$ cat src/hdl/sys1_pkg.sv
// System 1 main board shared types, bus bundles and fixed address constants
`default_nettype none

package sys1_pkg;

	// Widths with a meaning on the board
	typedef logic [7:0] byte_t;
	typedef logic [15:0] cpu_addr_t;
	typedef logic [17:0] dl_addr_t;

	// CPU bus, address and write data plus the level controls
	typedef struct packed {
		cpu_addr_t addr;
		byte_t dout;
		logic mreq;
		logic iorq;
		logic rd;
		logic wr;
	} cpu_bus_t;

	// Region selects from the bus decoder
	typedef struct packed {
		logic vid;
		logic vidm;
		logic port;
		logic ram;
		logic rom0;
		logic rom1;
		logic sreq;
	} bus_sel_t;

	// Player inputs and DIP switches
	typedef struct packed {
		byte_t inp0;
		byte_t inp1;
		byte_t inp2;
		byte_t dsw0;
		byte_t dsw1;
	} inputs_t;

	// Low I/O addresses, each register is mirrored at two places
	localparam byte_t IO_SREQ_A = 8'h14;
	localparam byte_t IO_SREQ_B = 8'h18;
	localparam byte_t IO_VIDM_A = 8'h15;
	localparam byte_t IO_VIDM_B = 8'h19;

	// Banked ROM window in the download address space
	localparam dl_addr_t DL_ROM1_BASE = 18'h08000;
	localparam dl_addr_t DL_ROM1_SIZE = 18'h04000;

endpackage

`default_nettype wire

$ cat src/hdl/cpu_data_select.sv
// CPU read data selector with fixed priority and open bus default, registered
`timescale 1ns/10ps
`default_nettype none

module cpu_data_select (
	input wire CLK48M,
	input wire RESET,
	input wire sys1_pkg::bus_sel_t sel,
	input wire port_hit,
	input wire sys1_pkg::byte_t vid_do,
	input wire sys1_pkg::byte_t vid_mode,
	input wire sys1_pkg::byte_t port_do,
	input wire sys1_pkg::byte_t ram_do,
	input wire sys1_pkg::byte_t rom0_do,
	input wire sys1_pkg::byte_t rom1_do,
	output sys1_pkg::byte_t cpu_di
);

	import sys1_pkg::*;

	byte_t di_next;

	// Highest priority first
	always_comb begin
		if (sel.vid) begin
			di_next = vid_do;
		end else if (sel.vidm) begin
			di_next = vid_mode;
		end else if (sel.port & port_hit) begin
			di_next = port_do;
		end else if (sel.ram) begin
			di_next = ram_do;
		end else if (sel.rom0) begin
			di_next = rom0_do;
		end else if (sel.rom1) begin
			di_next = rom1_do;
		end else begin
			// Open bus
			di_next = 8'hFF;
		end
	end

	always_ff @(posedge CLK48M or posedge RESET) begin
		if (RESET) begin
			cpu_di <= 8'hFF;
		end else begin
			cpu_di <= di_next;
		end
	end

endmodule

`default_nettype wire

$ cat config.mk
export PLATFORM = sky130hd
export DESIGN_NAME = cpu_data_select
export DESIGN_NICKNAME = d
export VERILOG_FILES = /design/src/hdl/sys1_pkg.sv /design/src/hdl/cpu_data_select.sv
export SDC_FILE = /design/constraint.sdc
export NUM_CORES = 1
export LEC_CHECK = 0
export ABC_AREA = 1
export BUFFER_PORTS_ARGS = -buffer_cell sky130_fd_sc_hd__buf_2
export CAP_MARGIN = 20
export CORE_MARGIN = 5
export CORE_UTILIZATION = 42
export DETAILED_ROUTE_END_ITERATION = 8
export GPL_TIMING_DRIVEN = 0
export PLACE_DENSITY_LB_ADDON = 0.3
export SYNTH_ARGS = -nofsm -noshare
export SYNTH_HDL_FRONTEND = slang
export SYNTH_SLANG_ARGS = --single-unit
$ cat constraint.sdc
create_clock -name CLK48M -period 1.5 [get_ports CLK48M]
set_input_delay 0.075 -clock CLK48M [delete_from_list [all_inputs] [get_ports CLK48M]]
set_output_delay 0.075 -clock CLK48M [all_outputs]
set_load 0.05 [all_outputs]
==> flow_metrics.tcl, run 1 <==
set metrics [dict create \
    rsz0062_at_grt "no" \
    synth-seq-cells 8 \
    cp_top_family "flip-flops" \
    grt_use_total_pct 14.8 \
    io_pins 66 \
    setup_tns_ps 0 \
    slew_violations 0 \
    min_period_over_period_pct 72.3 \
    cts_buffers 3 \
    final_nets 281 \
    synth.distinct_cells 13 \
    drc 0 \
    crit_arrival_ps 1010 \
    multiInputGateArea_sq_um 469 \
    setup_violations 0 \
    ys_seq_area_share_pct 25.5 \
    wl_per_cell_um 8.64 \
    start_util_pct 42.8 \
    power_leakage_uw 0.000780 \
    layout-drive-gt1-share_pct 38.5 \
    ctsRootBufferMaster "clkbuf_4" \
    core_sq_mm 0.00192 \
    slowest_stage "dfstp_2" \
    endpoint_kind "output port" \
    hold_viol_final 0 \
    grt_max_degree 11 \
    largest_reg_flops 8 \
    final_cell_mix "nand2_1, buf_2, nor2_1" \
    syn_area_sq_um 823 \
    finalPower_uw 733 \
    critPathKind "reg -> out" \
    slowest_delay_ps 510 \
    routed_wl_um 2140 \
    clk_pin_slew_ps 50 \
    num_rows 16 \
    drtIter0Drc 14 \
    clk_path_buf_depth 2 \
    postSynthAreaPerCell_sq_um 5.24 \
    dp_hpwl_um 1870 \
    ant_nets 0 \
    cts_tree "yes" \
    instances_no_fill 248 \
    path_cells "buf_2" \
    maxCapViolCount 0 \
    cts_max_level 1 \
    fill_cells 232 \
    cts_resized 0 \
    num_vias 1044 \
    regArea_sq_um 210 \
    port-buffer-count 61 \
    dieArea_sq_mm 0.00295 \
    mostFrequentLayoutCell "nand2_1" \
    syn_inst 157 \
    antenna_found_initial 0 \
    postCtsHoldBufs 0 \
    max_slew.worst_pin.slew_ps 288 \
    first_pass_iters 4 \
    fmax_mhz 922 \
    die_w_um 54.3 \
    post_cts_buffers 0 \
    grt_pass1_vias 866 \
    clock_sinks 8 \
    largestRegisters "cpu_di (8)" \
    die_y_um 54.3 \
    dp_cells 245 \
    path_max_fanout 1 \
    gp_congestion 0.752 \
    diodes 0 \
    synth_warnings 0 \
    viasPerCell 4.21 \
    grt_pass1_wl_um 3260 \
    cp.depth 1 \
    crit_required_ps 1420 \
    hold_class "in -> async" \
    cp-start-kind "flip-flop" \
    power_density_mw_per_mm2 619 \
    area_growth_pct 43.9 \
    outcome "completed" \
    post-route-min-period_ps 1080 \
    top_register "cpu_di" \
    maxSlewHeadroom_pct 80.8 \
    globalRouteOverflowTotal 0 \
    crit_buf_inv 1 \
    ir_worst_vdd_uv 713 \
    syn_nets 215 \
]
## cells by family after synthesis
group	synth area share, %
DFF	25.5
buffers and inverters	17.5
and+or+nand+nor	57.0
## synthesized netlist by cell type
cell / number / share of area, %
nand2_2: 2 / 1.5
buf_8: 1 / 1.8
buf_6: 2 / 2.7
clkbuf_2: 1 / 0.61
buf_4: 2 / 1.8
nand3_1: 8 / 4.9
buf_2: 1 / 0.61
inv_1: 17 / 7.8
dfstp_2: 8 / 26
nor2_1: 32 / 15
inv_2: 3 / 1.4
inv_4: 1 / 0.76
nand2_1: 79 / 36
## cell type report
class	instances	area share [%]
clock buffer	3	1.90
inverter	21	6.86
tap	27	2.85
buffer	7	5.28
sequential	8	17.7
timing repair buffer	61	25.8
multi-input combinational	121	39.6
## through the flow
| stage | hold WS [ps] | instance area [sq um] | setup WS [ps] | util [%] |
|---|---|---|---|---|
| 2_1_floorplan | 118 | 823 | 769 | - |
| 6_report | 3.81 | 1180 | 415 | 61.7 |
| 3_5_place_dp | 273 | 1160 | 658 | 60.5 |
| 4_1_cts | 10.6 | 1180 | 406 | 61.7 |
| 5_1_grt | 24.3 | 1180 | 380 | 61.7 |
| 3_3_place_gp | 271 | 1160 | 677 | 60.5 |
## where the power goes
group	internal (uW)	leakage [uW]	total (uW)	switching, uW
sequential	251	0.0000841	255	3.62
combinational	126	0.000683	322	196
clock	91.0	0.0000138	157	65.8
total	468	0.000780	733	266
## how the worst max path moves through the flow
stage,startpoint,to
after floorplan,cpu_di[0],cpu_di[0]
after global placement,sel[4],cpu_di[1]
after detailed placement,sel[4],cpu_di[0]
after CTS,cpu_di[2],cpu_di[2]
after global routing,cpu_di[0],cpu_di[0]
final,cpu_di[2],cpu_di[2]
## layer usage
| layer | wire (um) | vias to the layer above | global-route usage, % | share of wire [%] |
|---|---|---|---|---|
| met5 | 0 | - | 0 | 0 |
| met1 | 873 | 429 | 17.8 | 41 |
| met2 | 1070 | 32 | 25.9 | 50 |
| met4 | 0 | 0 | 0.415 | 0 |
| li1 | - | 583 | - | - |
| met3 | 194 | 0 | 5.99 | 9.1 |
Note: power is estimated with default switching activity, not from simulation.
==> run 2, diff against run 1 <==
- ABC_AREA: 1 -> 0
- CORE_UTILIZATION: 42 -> 33
- clock period: 1.5 -> 1.12 ns (I/O delays scaled with it)
==> run 2 against run 1 <==
  * Sequential share of layout area rose by 3.4 points
  * Critical path depth did not move
  * Worst hold slack improved by 14 ps
  * Count of clock-buffer cells in the layout did not move
  * Clock power rose by 33%
  * Non-clock buffer count rose by 2
  * Final area fell by 16%
  * Final cell count fell by 35%
  * Via count fell by 25%
  * Total power rose by 26%
  * Core utilization fell by 4.6 points
==> flow_metrics.tcl, run 2 <==
set metrics [dict create \
    io_pins 66 \
    final_nets 197 \
    final_cell_mix "buf_2, a21oi_1, nand2b_1, dfstp_2" \
    grt_pass1_wl_um 3120 \
    ys.flop_type "dfstp_2" \
    yosysMostFrequentCell "a21oi_1" \
    routed_wl_um 2010 \
    synth_warnings 0 \
    clock_sinks 8 \
    yosysTopAreaCell "dfstp_2" \
    viasPerCell 4.82 \
    postSynthAreaPerCell_sq_um 8.87 \
    num_vias 781 \
    ys_seq_area_share_pct 34.4 \
    path_cells "buf_2" \
    cts_max_level 1 \
    ctsRootBufferMaster "clkbuf_4" \
    cts_buffers 3 \
    setup_tns_ps 0 \
    layout-drive-gt1-share_pct 60.6 \
    setup_violations 0 \
    mostFrequentLayoutCell "buf_2" \
    maxCapViolCount 0 \
    start_util_pct 35.1 \
    grt_use_total_pct 15.2 \
    syn_nets 127 \
    clk_path_buf_depth 2 \
    dieArea_sq_mm 0.00282 \
    diodes 0 \
    ant_nets 0 \
    cp.depth 1 \
    instances_no_fill 162 \
    grt_pass1_vias 774 \
    wl_per_cell_um 12.4 \
    netlist.area_leader.share_pct 34.4 \
    slowest_delay_ps 520 \
    slowest_stage "dfstp_2" \
    top_register "cpu_di" \
    post_cts_buffers 0 \
    antenna_found_initial 0 \
    post-route-min-period_ps 1080 \
    port-buffer-count 64 \
    slew_violations 0 \
    syn_area_sq_um 612 \
    dp_cells 158 \
    rsz0062_at_grt "no" \
    synth-seq-cells 8 \
    critPathKind "reg -> out" \
    area_growth_pct 62.8 \
    ys_top_cells_by_count "a21oi_1, dfstp_2, nand2b_1, o2111ai_1, o22ai_1" \
    endpoint_kind "output port" \
    num_rows 15 \
    synth-edff-count 0 \
    dp_hpwl_um 1770 \
    power_leakage_uw 0.000488 \
    clk_pin_slew_ps 50 \
    cp-start-kind "flip-flop" \
    ys_async_sr_fraction_pct 100 \
    core_sq_mm 0.00175 \
    path_max_fanout 1 \
    synth.distinct_cells 18 \
    hold_class "in -> reg" \
    crit_required_ps 1060 \
    die_y_um 53.1 \
    synth.area.top_cells "dfstp_2, a21oi_1, o2111ai_1" \
    syn_inst 69 \
    min_period_over_period_pct 96.1 \
    crit_arrival_ps 1020 \
    grt_max_degree 11 \
    die_w_um 53.1 \
    crit_buf_inv 1 \
    gp_congestion 0.740 \
    globalRouteOverflowTotal 0 \
    startpoint "cpu_di[1]" \
    power_density_mw_per_mm2 926 \
    largest_reg_flops 8 \
    ir_worst_vdd_uv 376 \
    maxSlewHeadroom_pct 78.0 \
    hold_viol_final 0 \
    largestRegisters "cpu_di (8)" \
    cp-endpoint "cpu_di[1]" \
    drtIter0Drc 7 \
    fmax_mhz 929 \
    max_slew.worst_pin.slew_ps 330 \
    drc 0 \
    utilization_pct 57.1 \
    first_pass_iters 4 \
    cts_tree "yes" \
    cp_top_family "flip-flops" \
    outcome "completed" \
]
[run 2: cell types whose count changed after synthesis, moves of 8 or more]
cell      change
a21oi_1      +15
inv_1        -14
nand2_1      -78
nand2b_1      +8
nand3_1       -8
nor2_1       -32
[run 2: cell families (layout without fill, tap and decap cells)]
family                 count (synthesis)  count (layout)  synth area share, %
flip-flops                             8               8                 34.4
AND/OR/NAND/NOR                       22              22                 26.2
buffers and inverters                  8              76                 6.13
AO/OA/AOI/OAI                         31              31                 33.3
[run 2: final cells by class]
type	count	area, sq um
Buffer	5	26.3
Sequential cell	8	210
Multi-Input combinational cell	53	364
Inverter	3	11.3
Clock buffer	3	22.5
Tap cell	25	31.3
Fill cell	183	749
Timing Repair Buffer	65	330
[run 2: worst min path at each step]
stage / start / to / slack, ps / cells past startpoint
5_1_grt: sel[6] / cpu_di[6] / 30 / 2
2_1_floorplan: RESET / cpu_di[0] / 100 / 1
3_3_place_gp: RESET / cpu_di[5] / 250 / 2
6_report: sel[6] / cpu_di[6] / 20 / 2
3_5_place_dp: RESET / cpu_di[3] / 260 / 2
4_1_cts: sel[6] / cpu_di[6] / 20 / 2
[run 2: repair_timing]
item                                   CTS  global route
endpoints found under the hold margin    4             0
gates resized for setup                  0             0
hold buffers                             1             0
[run 2: power breakdown]
part           total (uW)  internal [uW]  switching, uW
sequential            344            338           6.22
clock                 209            122           87.4
combinational         370            153            217
[run 2: metal layers]
layer / part of all wire, % / routed length, um / track usage (%) / vias up
met4: 0.45 / 9 / 6.38 / 0
met1: 39 / 782 / 17.6 / 330
li1: - / - / - / 406
met2: 48 / 956 / 25.8 / 43
met5: 0 / 0 / 0 / -
met3: 13 / 261 / 4.23 / 2
[run 2: stage by stage]
stage	setup slack [ps]	hold slack (ps)	instance area, sq um	power [uW]
final	43.7	18.1	996	923
after global routing	13.7	28.3	996	990
after CTS	33.6	18.2	996	934
after detailed placement	-33.7	264	963	718
after global placement	-0.362	253	963	711
after floorplan	230	98.6	612	571
