## config.mk

```make
export PLATFORM = sky130hd
export DESIGN_NAME = input_port_mux
export DESIGN_NICKNAME = d
export VERILOG_FILES = /design/src/hdl/sys1_pkg.sv /design/src/hdl/input_port_mux.sv
export SDC_FILE = /design/constraint.sdc
export NUM_CORES = 1
export LEC_CHECK = 0
export CORE_AREA = 2 2 39 41
export DETAILED_ROUTE_END_ITERATION = 16
export DIE_AREA = 0 0 41 43
export DONT_BUFFER_PORTS = 1
export SYNTH_ARGS = -nofsm -noshare
export SYNTH_HDL_FRONTEND = slang
export SYNTH_SLANG_ARGS = --single-unit
```

## constraint.sdc

```tcl
create_clock -name vclk -period 1.7
set_input_delay 0.34 -clock vclk [all_inputs]
set_output_delay 0.34 -clock vclk [all_outputs]
set_load 0.1 [all_outputs]
```

## src/hdl/sys1_pkg.sv

```systemverilog
// System 1 main board shared types, bus bundles and fixed address constants
`default_nettype none

package sys1_pkg;

	// Widths with a meaning on the board
	typedef logic [7:0] byte_t;
	typedef logic [15:0] cpu_addr_t;
	typedef logic [17:0] dl_addr_t;

	// CPU bus, address and write data plus the level controls
	typedef struct packed {
		cpu_addr_t addr;
		byte_t dout;
		logic mreq;
		logic iorq;
		logic rd;
		logic wr;
	} cpu_bus_t;

	// Region selects from the bus decoder
	typedef struct packed {
		logic vid;
		logic vidm;
		logic port;
		logic ram;
		logic rom0;
		logic rom1;
		logic sreq;
	} bus_sel_t;

	// Player inputs and DIP switches
	typedef struct packed {
		byte_t inp0;
		byte_t inp1;
		byte_t inp2;
		byte_t dsw0;
		byte_t dsw1;
	} inputs_t;

	// Low I/O addresses, each register is mirrored at two places
	localparam byte_t IO_SREQ_A = 8'h14;
	localparam byte_t IO_SREQ_B = 8'h18;
	localparam byte_t IO_VIDM_A = 8'h15;
	localparam byte_t IO_VIDM_B = 8'h19;

	// Banked ROM window in the download address space
	localparam dl_addr_t DL_ROM1_BASE = 18'h08000;
	localparam dl_addr_t DL_ROM1_SIZE = 18'h04000;

endpackage

`default_nettype wire

```

## src/hdl/input_port_mux.sv

```systemverilog
// Input port decode, picks a player input or DIP switch byte for I/O reads
`timescale 1ns/10ps
`default_nettype none

module input_port_mux (
	input wire sys1_pkg::cpu_bus_t cpu_bus,
	input wire sys1_pkg::inputs_t board_in,
	output logic port_hit,
	output sys1_pkg::byte_t port_do
);

	logic [2:0] port_no;
	logic cs_inp0;
	logic cs_inp1;
	logic cs_inp2;
	logic cs_dsw0;
	logic cs_dsw1;

	assign port_no = cpu_bus.addr[4:2];

	// Port 3 is split by address bit 0, port 4 is a DSW1 mirror
	assign cs_inp0 = cpu_bus.iorq & (port_no == 3'd0);
	assign cs_inp1 = cpu_bus.iorq & (port_no == 3'd1);
	assign cs_inp2 = cpu_bus.iorq & (port_no == 3'd2);
	assign cs_dsw0 = cpu_bus.iorq & (port_no == 3'd3) & ~cpu_bus.addr[0];
	assign cs_dsw1 = cpu_bus.iorq & (((port_no == 3'd3) & cpu_bus.addr[0]) | (port_no == 3'd4));

	assign port_hit = cs_inp0 | cs_inp1 | cs_inp2 | cs_dsw0 | cs_dsw1;

	always_comb begin
		if (cs_inp0) begin
			port_do = board_in.inp0;
		end else if (cs_inp1) begin
			port_do = board_in.inp1;
		end else if (cs_inp2) begin
			port_do = board_in.inp2;
		end else if (cs_dsw0) begin
			port_do = board_in.dsw0;
		end else if (cs_dsw1) begin
			port_do = board_in.dsw1;
		end else begin
			port_do = 8'hFF;
		end
	end

endmodule

`default_nettype wire

```

==> impl_summary.txt, run 1 <==
----------------------------------------------------
[Run status]
  Outcome ... complete, no violations

[Setup path]
  Critical path required time ... 1.36 ns
  Critical path arrival ... 1.29 ns
  Capturing element type of the critical path ... output pin
  Worst-path fanout max ... 29
  CP Launch Type ... input pin
  Critical path startpoint ... cpu_bus[14]
  Type of the worst setup path ... input pin to output pin

[Placement]
  Number of placed instances with taps included ... 107
  Final estimated routing congestion in global placement ... 0.588
  Detail Placement HPWL ... 1270 um
  Number of buffers added on ports ... 0
  Pre-CTS setup slack ... 0.0544 ns
  Instance area at placement ... 791 um^2

[CTS]
  Post-CTS setup-driven buffer insertion count ... 0
  PostCTS Resize Cnt ... 0
  Number of buffers added to fix hold violations after cts ... 0

[Drt]
  Wire length on met3 ... 122 um
  Uppermost layer routed ... met3
  Length of the first detailed-routing pass in iterations ... 3
  Detailed-route wire length ... 1610 um
  1st-iter DRT viols ... 3
  DRC ... 0
  Antenna Violating Nets Remaining ... 0
  Mean number of vias per cell ... 5.84
  Met2 WL ... 875 um
  Met1 WL ... 612 um
  Wire per inst ... 15.0 um
  Total vias in the final route ... 625

[Timing]
  Rel. slew slack ... 0.768
  Fmax ... 613 MHz
  Final hold viol count ... 0
  Unrepaired setup endpoints after global routing ... no
  Worst slack on hold paths ... 0.890 ns
  Setup TNS ... 0 ns
  Final critical delay including setup and external delays ... 1.63 ns
  Share of the cycle needed by the critical path after routing ... 0.959
  Final Worst Setup Slack ... 0.0691 ns
  # setup viols final ... 0
  Number of pins with negative max-slew slack in the final report ... 0
  Worst-margin pin slew ... 0.345 ns

[Job]
  Max-capacitance violation count ... 0

[Global routing]
  Initial antenna violation count ... 0
  Total congestion overflow after global routing ... 0
  Overall fraction of global-route tracks in use ... 0.186
  Via count of the first global-routing pass ... 609
  Wire length of the first global-routing pass ... 2480 um
  Largest net degree at the start of global routing ... 30

[Floorplan]
  Area inside the core boundary ... 0.00138 mm^2
  Horizontal extent of the die ... 41 um
  Die height ... 43 um
  I/O Pins ... 77
  DIE AREA ... 0.00176 mm^2
  Total number of placement rows ... 14
  Initial Util ... 0.373

[Finish]
  CLK BUF ... 0
  Antenna diode instance count ... 0
  Post-synthesis to final-layout area growth ... 53.4%
  Final nets ... 161
  Post-route cell area ... 791 um^2
  Number of flip-flops and latches ... 0
  Number of non-filler instances in the completed layout ... 107
  Area taken by flip-flops and latches ... 0 um^2
  Fraction of final layout cells with drive strength greater than 1 ... 0.319

[Synthesis]
  Summed instance area of the synthesized netlist ... 515 um^2
  Warning count from the yosys run ... 0
  Gate count after technology mapping ... 88
  Synthesized net count ... 156
  Sequential share of the synthesized area ... 0
  Distinct cell type count of the synthesized netlist ... 25
  Mean cell area of the mapped netlist ... 5.86 um^2

[Power]
  Switch Pwr ... 192 uW
  Worst-case vdd ir drop ... 0.000201 V
  Leakage power figure ... 0.289 nW
  Power per standard cell area ... 393 mW/mm^2
  Share of total power in combinational logic ... 1.000
  Switching power share of the total ... 0.617
  Clock power share ... 0
  Sequential cell fraction of total power ... 0
  Internal Dissipation ... 119 uW

[Min path]
  Startpoint of the lowest-slack hold path ... cpu_bus[16]
  Class of the tightest hold or removal check ... input pin to output pin

----------------------------------------------------
==> per-layer routing <==
layer / global-route usage / up-vias
li1: - / 319
met1: 0.231 / 283
met2: 0.338 / 23
met3: 0.0262 / 0
met4: 0 / 0
met5: 0 / -
==> synth_stat cells (2+ instances only) <==
cell                       count  area [um^2]
sky130_fd_sc_hd__a21oi_1      13         65.1
sky130_fd_sc_hd__o21ai_1      10         50.1
sky130_fd_sc_hd__inv_1         8         30.0
sky130_fd_sc_hd__nor2_1        8         30.0
sky130_fd_sc_hd__o21ai_0       7         35.0
sky130_fd_sc_hd__nand3_1       6         30.0
sky130_fd_sc_hd__nor2b_1       6         37.5
sky130_fd_sc_hd__o211ai_1      6         45.0
sky130_fd_sc_hd__buf_2         3         15.0
sky130_fd_sc_hd__nand2_1       3         11.3
sky130_fd_sc_hd__buf_4         2         15.0
sky130_fd_sc_hd__buf_6         2         22.5
sky130_fd_sc_hd__o221ai_1      2         17.5
==> cells in the final DEF (no fill, tap or decap), drive strengths merged <==
cell and count:
nand3 6, nor2 8, nand3b 1, nor3b 2, nand2 3, o21a 1
o21ai 18, mux2i 1, o211ai 6, and4b 1, and2b 1, a21boi 1
mux2 1, buf 11, or2 1, nor2b 6, inv 8, a21oi 13
o221ai 2
==> power groups by stage <==
| stage | clock network [mW] | logic [mW] | registers (mW) |
|---|---|---|---|
| floorplan | 0 | 0.251 | 0 |
| detailed placement | 0 | 0.313 | 0 |
| CTS | 0 | 0.313 | 0 |
| global route | 0 | 0.325 | 0 |
| global placement | 0 | 0.309 | 0 |
| finish | 0 | 0.311 | 0 |
==> kinds of logic (layout without fill, tap and decap cells) <==
logic type             count (synthesis)  after routing  share of synthesized area
buffers and inverters                 16             19                      0.167
muxes                                  2              2                     0.0413
and+or+nand+nor                       29             29                      0.318
AOI/OAI and AO/OA                     41             41                      0.473
==> final cells by class <==
cell class,count,area (um^2)
Fill cell,160,593
Multi-Input combinational cell,72,546
Timing Repair Buffer,11,195
Inverter,8,30.0
Tap cell,16,20.0
==> through the flow <==
stage / total power, mW / util
after floorplan: 0.251 / -
after global placement: 0.309 / 0.571
after detailed placement: 0.313 / 0.571
after CTS: 0.313 / 0.571
after global routing: 0.325 / 0.571
final: 0.311 / 0.571
==> worst max-delay path: stages <==
cell and delay, ns:
sky130_fd_sc_hd__and4b_4 0.19, sky130_fd_sc_hd__o21ai_4 0.25, sky130_fd_sc_hd__o21ai_1 0.15, sky130_fd_sc_hd__a21oi_4 0.17, sky130_fd_sc_hd__buf_12 0.19
==> path summary, 6_finish.rpt <==
path	slack (ns)	depth (start not counted)	end
worst max-delay path	0.07	5	port_do[5]
worst min-delay path	0.89	2	port_hit
Power figures use the tool's default switching activity.
==> run 2: changes to the inputs <==
- SETUP_SLACK_MARGIN: not set -> 0.1
==> run 2 against run 1 <==
Combinational power rose by 4%. Largest cell class unchanged. Largest power group unchanged. Worst setup slack improved by 0.0039 ns. Critical path depth rose by 1. Count of clock-buffer cells in the layout did not move. Critical endpoint is now port_do[4]. Via count rose by 5.0%. Hold slack got worse by 0.011 ns. Total power rose by 3.6%. First-iteration DRC count rose by 130%.
==> impl_summary.txt, run 2 (synthesis results as in run 1) <==
----------------------------------------------------
[Setup path]
  CP Launch Type ... input pin
  Critical path cell sequence ... and4b_4 > o21ai_4 > buf_6 > o21ai_2 > a21oi_4 > buf_12
  Critical path required time ... 1.36 ns
  Capturing element type of the critical path ... output pin
  Type of the worst setup path ... input pin to output pin
  Worst-path fanout max ... 29
  Critical path arrival ... 1.29 ns
  Highest-delay cell along the critical path ... sky130_fd_sc_hd__and4b_4
  Crit path largest cell delay ... 0.19 ns
  Critical path startpoint ... cpu_bus[14]

[Finish]
  Number of flip-flops and latches ... 0
  Highest-count cells in the layout ignoring fill and taps ... sky130_fd_sc_hd__inv_1, sky130_fd_sc_hd__nor2_1, sky130_fd_sc_hd__buf_12
  Fraction of final layout cells with drive strength greater than 1 ... 0.376
  Post-synthesis to final-layout area growth ... 65.5%
  CLK BUF ... 0
  Antenna diode instance count ... 0
  Area taken by flip-flops and latches ... 0 um^2
  Post-route cell area ... 853 um^2
  Filler cells ... 132
  Final nets ... 163
  Combined area of the multi-input logic cells ... 602 um^2

[CTS]
  Number of buffers added to fix hold violations after cts ... 0

[Job]
  Max-capacitance violation count ... 0

[Min path]
  Worst Hold Path EP ... port_hit
  Class of the tightest hold or removal check ... input pin to output pin
  Hold Path Stages ... 2
  Startpoint of the lowest-slack hold path ... cpu_bus[16]

[Global routing]
  Largest net degree at the start of global routing ... 30
  Wire length of the first global-routing pass ... 2550 um
  Via count of the first global-routing pass ... 609
  Overall fraction of global-route tracks in use ... 0.194
  Initial antenna violation count ... 0
  Total congestion overflow after global routing ... 0

[Floorplan]
  DIE AREA ... 0.00176 mm^2
  Initial Util ... 0.373
  Horizontal extent of the die ... 41 um
  Die height ... 43 um
  Area inside the core boundary ... 0.00138 mm^2
  Total number of placement rows ... 14
  I/O Pins ... 77

[Timing]
  Number of pins with negative max-slew slack in the final report ... 0
  Worst-margin pin slew ... 0.352 ns
  Setup TNS ... 0 ns
  Final critical delay including setup and external delays ... 1.63 ns
  Share of the cycle needed by the critical path after routing ... 0.957
  # setup viols final ... 0
  Rel. slew slack ... 0.763
  Fmax ... 615 MHz
  Final hold viol count ... 0
  Worst slack on hold paths ... 0.879 ns
  Unrepaired setup endpoints after global routing ... yes

[Drt]
  DRC ... 0
  Mean number of vias per cell ... 6.02
  Antenna Violating Nets Remaining ... 0
  Detailed-route wire length ... 1680 um
  1st-iter DRT viols ... 7
  Total vias in the final route ... 656
  Length of the first detailed-routing pass in iterations ... 2
  Wire per inst ... 15.4 um

[Placement]
  Detail Placement HPWL ... 1240 um
  Final estimated routing congestion in global placement ... 0.626
  Instance area at placement ... 783 um^2
  Number of buffers added on ports ... 0

[Power]
  Leakage power figure ... 0.311 nW
  Worst-case vdd ir drop ... 0.000249 V
  Final Power ... 322 uW
  Power per standard cell area ... 378 mW/mm^2

[Run status]
  Outcome ... complete, no violations

----------------------------------------------------
run 2: where the power goes:
part           internal (mW)  total [mW]  switching, mW
Sequential                 0           0              0
Combinational          0.124       0.322          0.198
Clock                      0           0              0
Total                  0.124       0.322          0.198
run 2: worst max path at each step:
stage	to	slack, ns	depth (start not counted)
after floorplan	port_do[2]	-0.18	5
after global placement	port_do[7]	0.10	5
after detailed placement	port_do[4]	0.1	5
after CTS	port_do[4]	0.10	5
after global routing	port_do[4]	0.05	6
final	port_do[4]	0.07	6
run 2: area by class of cell:
cell class	instances	share of cell area
Inverter	8	0.0352
Tap cell	16	0.0235
Multi-Input combinational cell	72	0.705
Timing Repair Buffer	13	0.236
run 2: metal layers:
layer	share of wire	global-route usage	wire length (um)
met4	0	0.0133	0
met3	0.083	0.0314	139
met2	0.51	0.334	859
met5	0	0	0
met1	0.41	0.250	682
run 2: what timing repair did:
item | CTS | global route
cloned | 0 | 0
pin swaps | 0 | 2
buffers inserted | 0 | 2
resized for setup | 1 | 12
hold endpoints to repair | 0 | 0
setup endpoints to repair | 1 | 6
run 2: worst max-delay path: cells and delay by family:
family | cells | cell delay [ns]
AO/OA/AOI/OAI | 3 | 0.39
buffers and inverters | 2 | 0.36
AND/OR/NAND/NOR | 1 | 0.19
run 2: metrics by stage:
step	util	std cells	setup WS [ns]
final	0.617	109	0.0730
after global routing	0.617	109	0.0520
after detailed placement	0.566	107	0.0964
after floorplan	-	88	-0.176
after global placement	0.566	107	0.103
after CTS	0.568	107	0.101
