[config.mk]
export PLATFORM = sky130hd
export DESIGN_NAME = io_latches
export DESIGN_NICKNAME = d
export VERILOG_FILES = /design/src/hdl/sys1_pkg.sv /design/src/hdl/io_latches.sv
export SDC_FILE = /design/constraint.sdc
export NUM_CORES = 1
export LEC_CHECK = 0
export ABC_AREA = 1
export CAP_MARGIN = 0
export CELL_PAD_IN_SITES_DETAIL_PLACEMENT = 0
export CELL_PAD_IN_SITES_GLOBAL_PLACEMENT = 1
export CORE_MARGIN = 3
export CORE_UTILIZATION = 25
export CTS_CLUSTER_SIZE = 12
export DETAILED_ROUTE_END_ITERATION = 6
export DONT_BUFFER_PORTS = 1
export PLACE_DENSITY_LB_ADDON = 0.1
export SLEW_MARGIN = 40
export SYNTH_ARGS = -nofsm -noshare
export SYNTH_HDL_FRONTEND = slang
export SYNTH_SLANG_ARGS = --single-unit
[constraint.sdc]
create_clock -name CLK48M -period 0.8 [get_ports CLK48M]
set_clock_uncertainty 0.05 [all_clocks]
set_input_delay 0.04 -clock CLK48M [delete_from_list [all_inputs] [get_ports CLK48M]]
set_output_delay 0.04 -clock CLK48M [all_outputs]
set_load 0.05 [all_outputs]
[src/hdl/sys1_pkg.sv]
// System 1 main board shared types, bus bundles and fixed address constants
`default_nettype none

package sys1_pkg;

	// Widths with a meaning on the board
	typedef logic [7:0] byte_t;
	typedef logic [15:0] cpu_addr_t;
	typedef logic [17:0] dl_addr_t;

	// CPU bus, address and write data plus the level controls
	typedef struct packed {
		cpu_addr_t addr;
		byte_t dout;
		logic mreq;
		logic iorq;
		logic rd;
		logic wr;
	} cpu_bus_t;

	// Region selects from the bus decoder
	typedef struct packed {
		logic vid;
		logic vidm;
		logic port;
		logic ram;
		logic rom0;
		logic rom1;
		logic sreq;
	} bus_sel_t;

	// Player inputs and DIP switches
	typedef struct packed {
		byte_t inp0;
		byte_t inp1;
		byte_t inp2;
		byte_t dsw0;
		byte_t dsw1;
	} inputs_t;

	// Low I/O addresses, each register is mirrored at two places
	localparam byte_t IO_SREQ_A = 8'h14;
	localparam byte_t IO_SREQ_B = 8'h18;
	localparam byte_t IO_VIDM_A = 8'h15;
	localparam byte_t IO_VIDM_B = 8'h19;

	// Banked ROM window in the download address space
	localparam dl_addr_t DL_ROM1_BASE = 18'h08000;
	localparam dl_addr_t DL_ROM1_SIZE = 18'h04000;

endpackage

`default_nettype wire

[src/hdl/io_latches.sv]
// Video mode latch and sound command register with a single cycle request
`timescale 1ns/10ps
`default_nettype none

module io_latches (
	input wire CLK48M,
	input wire RESET,
	input wire sys1_pkg::byte_t din,
	input wire vidm_we,
	input wire sreq_we,
	output sys1_pkg::byte_t vid_mode,
	output sys1_pkg::byte_t snd_no,
	output logic snd_rq
);

	// Video mode
	always_ff @(posedge CLK48M or posedge RESET) begin
		if (RESET) begin
			vid_mode <= '0;
		end else if (vidm_we) begin
			vid_mode <= din;
		end
	end

	// Command byte held until the next sound write
	always_ff @(posedge CLK48M or posedge RESET) begin
		if (RESET) begin
			snd_no <= '0;
		end else if (sreq_we) begin
			snd_no <= din;
		end
	end

	// Strobe is already one cycle wide, so the request is too
	always_ff @(posedge CLK48M or posedge RESET) begin
		if (RESET) begin
			snd_rq <= 1'b0;
		end else begin
			snd_rq <= sreq_we;
		end
	end

endmodule

`default_nettype wire

==> results, run 1 <==
- The initialized floorplan defines 17 standard-cell rows.
- The transition time of the tightest slew-check pin is 0.367 ns.
- After detailed placement, the total cell area comes to 820 um^2.
- The number of placed instances, taps included, is 114.
- The count of buffers added on input and output ports is 0.
- The maximum single-stage delay on the critical path is 0.42 ns.
- Setup repair after global routing could not meet its margin everywhere.
- The number of cell instances on the worst register-to-register path is 3.
- During synthesis, Yosys emitted a total of 0 warnings.
- The post-route netlist has 40.8% of its cells at a drive strength greater than 1.
- STA puts the critical path data arrival time at 0.87 ns.
- Routability-driven placement finished with a final weighted congestion of 0.624.
- The worst hold path belongs to the class in2async.
- The library cells used most frequently in the layout, excluding fill and tap cells, are nand2_1, buf_6, dfrtp_2.
- The worst register-to-register path begins at snd_no[0].
- The post-route antenna net violation count is 0.
- The routed design could run at a clock period as short as 0.955 ns.
- The portion of netlist area occupied by mux cells is 0%.
- The clock buffer count from CTS is 3.
- The number of max-slew violations in the final report was 0.
- In this run the count of I/O pins placed on the die edge is 29.
- The dominant combinational cell family by area after synthesis is simple AND/OR/NAND/NOR gates.
- Summed over all nets, the half-perimeter wirelength after detailed placement is 1.09 mm.
- In this run the horizontal extent of the chip is 56.6 um.
- Derived from the worst setup path, the maximum achievable clock frequency is 1050 MHz.
- Along the worst path, the maximum fanout reaches 2.
- Of the total synthesized cell area, the portion taken by XOR and XNOR cells is 0%.
- The first-pass GRT wire length is 2.70 mm.
- Entering global routing, the biggest net connects 18 pins.
- The maximum clock insertion buffer count is 2.
- Setup total negative slack on the finished layout was measured at -2.51 ns.
- The later pin in the worst-skew pair is clocked with a latency of 0.29 ns.
- The critical register-to-register path endpoint is snd_no[0].
- The smallest hold slack is 0.137 ns.
- Summed over all cells, the static leakage comes to 0.539 nW.
- The slowest stage of the critical path belongs to the cell dfrtp_2.
- The number of antenna violations at the first check in global routing is 0.
- The number of failing hold endpoints at the final stage came to 0.
- The starting density of the core is 27.6%.
- The synthesized netlist devotes 0% of its cell area to adder and majority cells.
- The run finished, with violations left.
- In this run the tightest slew margin relative to its limit is 75.6%.
- The repair_antennas step left the layout with diodes totalling 0.
- The smallest setup slack after layout is -0.155 ns.
- Power spread over the standard cell area amounts to 2000 mW/mm^2.
- The tree built by TritonCTS fans out to 17 sinks.
- At the end of the flow, the number of nets in the layout was 116.
- Dividing the detail-routed wire length by the instance count gives 12.1 um.
- After clock tree synthesis, the clock-pin slew on the worst setup and hold paths is 0.10 ns.
- In this run the clock root is driven by a clkbuf_4.
- The commonest non-fill, non-tap cell in the layout is nand2_1.
- Walking the worst path, the cells encountered are buf_6.
- Relative to the synthesized area, the layout overhead comes to 63.2%.
- The cell count after synthesis came out at 70.
- The total congestion overflow after global routing is 0.
- The via count of the routed design is 539.
- The total routing resource utilization after global routing is 11.0%.
- Counting both buffers and inverters, the worst setup path holds a total of 1.
- After detailed routing, the total wire length is 1.59 mm.
- The number of nets in the synthesized netlist is 82.
- The category of the critical setup timing path is reg2out.
- The worst setup timing slack at the placement stage is 0.137 ns.
- The CTS H-tree depth is 1.
- The via count of the first global-routing pass came to 594.
- The die outline height is 56.6 um.
- The category of the worst setup path capture point is an output pin.
- The sequential element share of the synthesized area is 66.5%.
- The setup slack of the worst register-to-register path is 0 ns.
- The cell area after layout is 0.00104 mm^2.
- The first-pass iteration count of the detailed router is 4.
- The final reports fail on negative setup slack.
- The synthesized-area fraction occupied by ao, oa, aoi and oai cells is 0%.
- The floorplan step defined a core boundary enclosing 0.00232 mm^2.
- The starting DRC count in detailed routing is 8.
- The post-synthesis simple-gate area fraction is 28.2%.
- In this run, synthesis produced a sequential element count of 17.
- Leaving out filler cells and counting taps, the final layout contains 131.
- The per-cell via count in the routed design is 4.11.
- STA puts the critical path data required time at 0.71 ns.
- The kind of cell with the highest combined delay along the critical path is flip-flops.
- STA classifies the critical path startpoint as a flop.
- The netlist uses 5 different library cells.
- The total die area is 0.00320 mm^2.
- The worst path uses 119% of the clock period.
- After synthesis the cells add up to 639 um^2.
- The average instance in the mapped netlist occupies 9.13 um^2.
- The largest vdd supply drop is 1.21 mV.
- Across the run, the number of max-cap violations was 0.
- The layout filler cell count is 232.
- The number of setup violations in the final report is 18.
- For this run, design rule violations remaining after detail routing come to 0.
- The TritonCTS clock tree is built.
-- cell families after synthesis --
kind of cell           Yosys count
flip-flops                      17
AND/OR/NAND/NOR                 48
buffers and inverters            5
-- state kept, by name (all words and copies together), names as in the netlist --
register and flops:
vid_mode 8, snd_rq 1, snd_no 8
-- worst max path at each step --
stage              start   endpoint  slack (ns)  depth (start not counted)
2_1_floorplan  snd_no[0]  snd_no[0]      0.0001                          2
6_report       snd_no[7]  snd_no[7]       -0.16                          1
4_1_cts        snd_no[7]  snd_no[7]       -0.17                          1
5_1_grt        snd_no[1]  snd_no[1]       -0.19                          1
3_3_place_gp   snd_no[4]  snd_no[4]        0.14                          1
3_5_place_dp   snd_no[4]  snd_no[4]        0.14                          2
-- power breakdown --
| part | internal, mW | total [mW] | switching, mW |
|---|---|---|---|
| Combinational | 0.231 | 0.625 | 0.394 |
| Sequential | 0.946 | 0.998 | 0.0522 |
| Clock | 0.194 | 0.463 | 0.269 |
| Total | 1.37 | 2.09 | 0.715 |
-- per-layer routing --
metal | track usage (%) | vias up | share of wire (%)
li1 | - | 271 | -
met1 | 13.8 | 249 | 45
met2 | 17.8 | 17 | 48
met3 | 2.30 | 2 | 5.9
met4 | 5.08 | 0 | 1.0
met5 | 0 | - | 0
-- per-stage QoR --
stage	power (mW)	utilization, %
finish	2.09	45.0
global route	2.19	45.0
CTS	2.12	44.6
detailed placement	1.51	35.3
global placement	1.51	35.3
floorplan	1.37	-
-- worst reg2reg max path, stage by stage (launching register included) --
cell and delay, ns:
dfrtp_2 0.42, buf_4 0.13, nand2_2 0.06, nand2_2 0.04
-- final cells by class --
class	count	area (um^2)	area share, %
Sequential cell	17	445	42.7
Timing Repair Buffer	31	340	32.6
Multi-Input combinational cell	48	185	17.7
Tap cell	28	35.0	3.36
Clock buffer	4	26.3	2.52
Inverter	3	11.3	1.08
-- repair_timing --
item | 4_1_cts | 5_1_grt
pin swaps | 0 | 1
setup endpoints to repair | 17 | 33
buffers inserted | 1 | 0
hold buffers | 12 | 0
endpoints found under the hold margin | 34 | 0
resized for setup | 16 | 4
-- synthesized netlist by cell type --
cell type / n / area (um^2)
buf_6: 2 / 22.5
dfrtp_1: 17 / 425
inv_1: 1 / 3.75
inv_2: 2 / 7.51
nand2_1: 48 / 180
Power figures use the tool's default switching activity.
==> run 2: changes to the inputs <==
- CTS_CLUSTER_DIAMETER: not set -> 120
- clock period: 0.8 -> 1.2 ns (I/O delays scaled with it)
==> run 2 against run 1 <==
  * Global-route usage down 0.68 points
  * Sequential share of layout area up 4.0 points
  * Flip-flop and latch count stayed put
  * The run now ends clean
  * Hold slack improved by 0.088 ns
  * Highest routed layer unchanged
  * Sequential power decreased by 34%
  * Cell count fell by 3.1%
==> results, run 2 (same netlist as run 1, synthesis figures left out) <==
- The flow ran to the end, and the final reports show no timing, DRC or antenna violations.
- The largest vdd supply drop is 0.890 mV (-26%).
- The maximum fanout encountered on the critical timing path is 1 (-1).
- The number of I/O port buffers was 0 (unchanged).
- In the layout the commonest cells are nand2_1, dfrtp_1, buf_4.
- The first-pass GRT wire length is 2.57 mm (-5.1%).
- The post-route antenna net violation count is 0 (unchanged).
- The post-CTS resize count came to 0 (-16).
- The maximum clock insertion buffer count came to 2 (unchanged).
- The number of antenna violations at the first check in global routing is 0 (unchanged).
- The share of cells above drive strength 1 is 22.2% (-19 points).
- The leakage power is 0.498 nW (-7.6%).
- The final-stage net count is 112 (-3.4%).
- Counting I/O delays and the setup requirement, the final critical path takes 1.05 ns.
- The per-cell via count in the routed design is 4.13 (+0.28%).
- From synthesis to final layout, the design area changed by 42.7%.
- In the final layout, the registers with the most flip-flops are snd_no x8, vid_mode x8, snd_rq x1.
- The headroom to the max-slew limit is 57.0% (-19 points).
- The starting density of the core is 27.6% (unchanged).
- The clock buffer count from CTS is 3 (unchanged).
- The total power divided by cell area is 1460 mW/mm^2 (-27%).
- The part of the cycle the worst path needs is 87.3%.
- The commonest non-fill, non-tap cell in the layout is nand2_1.
- The final core area utilization is 39.3% (-5.7 points).
- Derived from the worst setup path, the maximum achievable clock frequency is 954 MHz.
- The worst setup path is launched from a flop.
- The layout filler cell count is 245 (+5.6%).
- The worst path arrival time is 0.94 ns (+0.07 ns).
- The worst setup path is of the reg2out kind.
- The CTS clock-pin slew for the worst setup and hold paths is 0.12 ns (+0.02 ns).
- The setup TNS was 0 ns (+2.51 ns).
- The overall routed net length is 1.50 mm (-5.6%).
- The CTS root buffer is clkbuf_4.
- The via count of the first global-routing pass was 530 (-11%).
- The floorplan die width is 56.6 um (unchanged).
- The number of diodes added for antenna fixing is 0 (unchanged).
- TritonCTS built the clock tree.
- STA classifies the critical path endpoint as an output pin.
- The number of setup violations in the final report is 0 (-18).
- The area of the core region came to 0.00232 mm^2 (unchanged).
- The total routing resource utilization after global routing is 10.3% (-0.68 points).
- The max-cap check violation count is 0 (unchanged).
- The TritonCTS sink count came to 17 (unchanged).
- The first-pass iteration count of the detailed router was 4 (unchanged).
- The CTS H-tree depth came to 1 (unchanged).
- The required time of the critical path is 1.09 ns (+0.38 ns).
- The total die area is 0.00320 mm^2 (unchanged).
- The path class of the tightest hold or removal check is in2async.
- The number of rows in the core area is 17 (unchanged).
- Setup repair after global routing left no endpoint under its margin.
- The final routed wire length divided by cell count is 11.8 um (-2.6%).
- The smallest hold slack is 0.225 ns (+0.0880 ns).
- The number of failing hold endpoints at the final stage was 0 (unchanged).
- The total power is 1.33 mW (-36%).
- The last weighted congestion value of the routability-driven placer is 0.632 (+1.3%).
- The DRC violation count after routing is 0 (unchanged).
- The die outline height is 56.6 um (unchanged).
- The via count of the routed design is 524 (-2.8%).
- The detailed placement HPWL is 1.05 mm (-3.9%).
- The total congestion overflow after global routing was 0 (unchanged).
- The clock network latency to the later pin of the worst-skew pair is 0.30 ns (about the same).
- The number of max-slew violations in the final report is 0 (unchanged).
- The transition time of the tightest slew-check pin is 0.645 ns (+0.278 ns).
- The pin count of the biggest net entering global routing came to 18 (unchanged).
- The starting DRC count in detailed routing was 10 (+2).
- The number of I/O pins is 29 (unchanged).
## run 2: cell types whose count changed in the layout (fill, tap and decap cells not counted), moves of 14 or more
cell / delta
buf_4: +14
dfrtp_2: -16
dfrtp_1: +16
buf_6: -16
## run 2: worst paths after layout
kind | from | to | slack, ns | cells past startpoint
max | snd_rq | snd_rq | 0.15 | 0
max in group asynchronous | RESET | vid_mode[4] | 0.44 | 2
min in group CLK48M | din[1] | vid_mode[1] | 0.39 | 3
max reg2reg | snd_no[1] | snd_no[1] | 0.53 | 2
min reg2reg | vid_mode[6] | vid_mode[6] | 0.43 | 2
min | RESET | snd_no[5] | 0.23 | 2
## run 2: metal layers
| metal | share of wire (%) | vias to the layer above | GRT usage (%) | routed length [um] |
|---|---|---|---|---|
| li1 | - | 265 | - | - |
| met1 | 46 | 239 | 13.5 | 697 |
| met2 | 45 | 18 | 15.5 | 676 |
| met3 | 7.3 | 2 | 4.83 | 110 |
| met4 | 1.1 | 0 | 2.03 | 17 |
| met5 | 0 | - | 0 | 0 |
## run 2: stage by stage
step	worst slack [ns]	area (um^2)	instances
finish	0.152	912	127
CTS	0.140	912	127
detailed placement	0.500	772	112
floorplan	0.318	639	70
global placement	0.491	772	112
global route	0.0954	912	127
## run 2: cell type report
type	instances	area, um^2	share of cell area (%)
Sequential cell	17	425	46.6
Timing Repair Buffer	27	230	25.2
Multi-Input combinational cell	48	180	19.8
Tap cell	28	35.0	3.84
Clock buffer	3	22.5	2.47
Inverter	3	11.3	1.23
Clock inverter	1	7.51	0.823
## run 2: repair_timing
item,4_1_cts,5_1_grt
hold buffers,11,0
setup buffers,0,0
endpoints found under the hold margin,34,0
## run 2: power breakdown
part	leakage [nW]	switching, mW	total [mW]	internal [mW]
combinational	0.278	0.253	0.360	0.107
sequential	0.207	0.0333	0.655	0.622
clock	0.0139	0.188	0.315	0.127
total	0.498	0.475	1.33	0.855
==> run 3: changes to the inputs <==
- clock period: 1.2 -> 0.9 ns (I/O delays scaled with it)
==> run 3 against run 2 <==
  * The run now ends with negative setup slack left
  * Die area did not move
  * Flip-flop and latch count did not move
  * Critical path depth rose by 1
  * Largest power group unchanged
==> results, run 3 (same netlist as run 1, synthesis figures left out) <==
- The final-stage net count is 127 (+13%).
- The maximum clock insertion buffer count is 2 (unchanged).
- The pin count of the biggest net entering global routing is 18 (unchanged).
- The via count of the routed design is 599 (+14%).
- The DRC violation count after routing is 0 (unchanged).
- The first-pass GRT wire length was 2.75 mm (+7.0%).
- The signed area change from the synthesized netlist to the final layout is 71.6%.
- The CTS clock-pin slew for the worst setup and hold paths is 0.10 ns (-0.02 ns).
- The die outline height was 56.6 um (unchanged).
- The buffering stage count on the worst path with inverters included is 1.
- The total congestion overflow after global routing was 0 (unchanged).
- The clock buffer count from CTS is 3 (unchanged).
- The post-route antenna net violation count is 0 (unchanged).
- The transition time of the tightest slew-check pin came to 0.367 ns (-0.278 ns).
- The commonest non-fill, non-tap cell in the layout is nand2_1.
- The share of cells above drive strength 1 is 28.9% (+6.7 points).
- The required time of the critical path was 0.81 ns (-0.28 ns).
- The headroom to the max-slew limit was 75.5% (+19 points).
- The maximum fanout encountered on the critical timing path is 2 (+1).
- The overall routed net length came to 1.69 mm (+13%).
- The number of diodes added for antenna fixing is 0 (unchanged).
- The worst path arrival time is 0.85 ns (-0.09 ns).
- The critical path in this run is classified as reg2out.
- The setup TNS is -0.585 ns (-0.585 ns).
- The per-cell via count in the routed design came to 4.22 (+2.2%).
- The number of antenna violations at the first check in global routing is 0 (unchanged).
- The starting DRC count in detailed routing is 5 (-5).
- The slowest stage cell on the critical path is dfrtp_1.
- The maximum single-stage delay on the critical path is 0.41 ns.
- The detailed placement HPWL is 1.06 mm (+0.54%).
- The TritonCTS clock tree is built.
- Broken down by cell family, the worst path's largest delay share belongs to flip-flops.
- The signal on the critical path passes through buf_6.
- The number of rows in the core area is 17 (unchanged).
- In the layout the commonest cells are nand2_1, buf_6, dfrtp_1.
- STA classifies the critical path endpoint as an output pin.
- The number of failing hold endpoints at the final stage is 0 (unchanged).
- The part of the cycle the worst path needs is 105%.
- The leakage power is 0.601 nW (+21%).
- The final routed wire length divided by cell count is 11.9 um (+0.82%).
- The checks that failed: negative setup slack.
- The path class of the tightest hold or removal check is in2async.
- The clock period minus final worst setup slack is 0.948 ns.
- The CTS H-tree depth was 1 (unchanged).
- The number of I/O pins is 29 (unchanged).
- The smallest setup slack after layout came to -0.0475 ns (-0.199 ns).
- The floorplan die width came to 56.6 um (unchanged).
- The largest vdd supply drop is 1.12 mV (+26%).
- The first-pass iteration count of the detailed router is 4 (unchanged).
- The max-cap check violation count is 0 (unchanged).
- The starting density of the core is 27.6% (unchanged).
- The worst setup timing slack at the placement stage is 0.246 ns (-0.254 ns).
- The highest clock rate is 1060 MHz.
- The largest registers in the layout are snd_no x8, vid_mode x8, snd_rq x1.
- Setup repair after global routing could not meet its margin everywhere.
- The TritonCTS sink count was 17 (unchanged).
- The layout filler cell count is 239 (-2.4%).
- The setup slack of the worst register-to-register path came to 0.11 ns (-0.42 ns).
- The clock network latency to the later pin of the worst-skew pair is 0.28 ns (-0.02 ns).
- The number of setup violations in the final report is 17 (+17).
- The total power divided by cell area is 1710 mW/mm^2 (+17%).
- The area of the core region was 0.00232 mm^2 (unchanged).
- The total die area came to 0.00320 mm^2 (unchanged).
- The flow ran to the end, but the final reports show violations.
- The number of max-slew violations in the final report is 0 (unchanged).
- The kind of start point of the critical path is a flop.
- The number of I/O port buffers is 0 (unchanged).
- The via count of the first global-routing pass came to 573 (+8.1%).
- The total routing resource utilization after global routing is 11.2% (+0.88 points).
- The last weighted congestion value of the routability-driven placer is 0.664 (+4.9%).
- The tree is rooted in a clkbuf_4.
## run 3: cell types whose count changed in the layout (fill, tap and decap cells not counted)
cell            before  now
buf_4               16   11
buf_6                0   17
clkbuf_1             0    1
clkinvlp_4           1    0
dlygate4sd3_1       11   12
dlymetal6s4s_1       0    2
## run 3: what timing repair did
action,in CTS,in global routing
gates resized for setup,17,2
hold endpoints to repair,34,0
buffers inserted,4,7
pin swaps,0,1
hold buffers,14,0
endpoints found under the setup margin,17,33
## run 3: where the power goes
part | switching, mW | internal, mW | total [mW]
combinational | 0.357 | 0.246 | 0.603
clock | 0.227 | 0.172 | 0.399
sequential | 0.0450 | 0.829 | 0.874
## run 3: final cells by class
type | count | area [um^2] | share of cell area [%]
tap | 28 | 35.0 | 3.19
clock buffer | 4 | 26.3 | 2.39
sequential | 17 | 425 | 38.8
multi-input combinational | 48 | 180 | 16.4
timing repair buffer | 42 | 419 | 38.2
inverter | 3 | 11.3 | 1.03
## run 3: metal layers
| metal | share of wire [%] | routed length [um] | track usage [%] | vias to the layer above |
|---|---|---|---|---|
| met1 | 44 | 743 | 13.7 | 284 |
| li1 | - | - | - | 295 |
| met2 | 49 | 832 | 17.7 | 18 |
| met4 | 0.77 | 13 | 2.03 | 0 |
| met3 | 6.1 | 103 | 5.75 | 2 |
| met5 | 0 | 0 | 0 | - |
## run 3: path summary, 6_finish.rpt
kind / start / depth (start not counted) / endpoint
worst min-delay path: RESET / 3 / vid_mode[7]
worst max register to register: snd_no[7] / 3 / snd_no[7]
min in group CLK48M: sreq_we / 1 / snd_rq
worst max-delay path: snd_no[3] / 1 / snd_no[3]
worst min register to register: snd_no[6] / 2 / snd_no[6]
max in group asynchronous: RESET / 3 / vid_mode[0]
## run 3: through the flow
stage	power [mW]	util (%)	instance area [um^2]	cells	hold slack (ns)
2_1_floorplan	1.20	-	639	70	-0.0789
3_3_place_gp	1.32	33.9	787	114	-0.0816
3_5_place_dp	1.33	33.9	787	114	-0.0815
4_1_cts	1.88	45.2	1050	136	0.156
5_1_grt	1.98	47.3	1100	142	0.142
6_report	1.88	47.3	1100	142	0.147
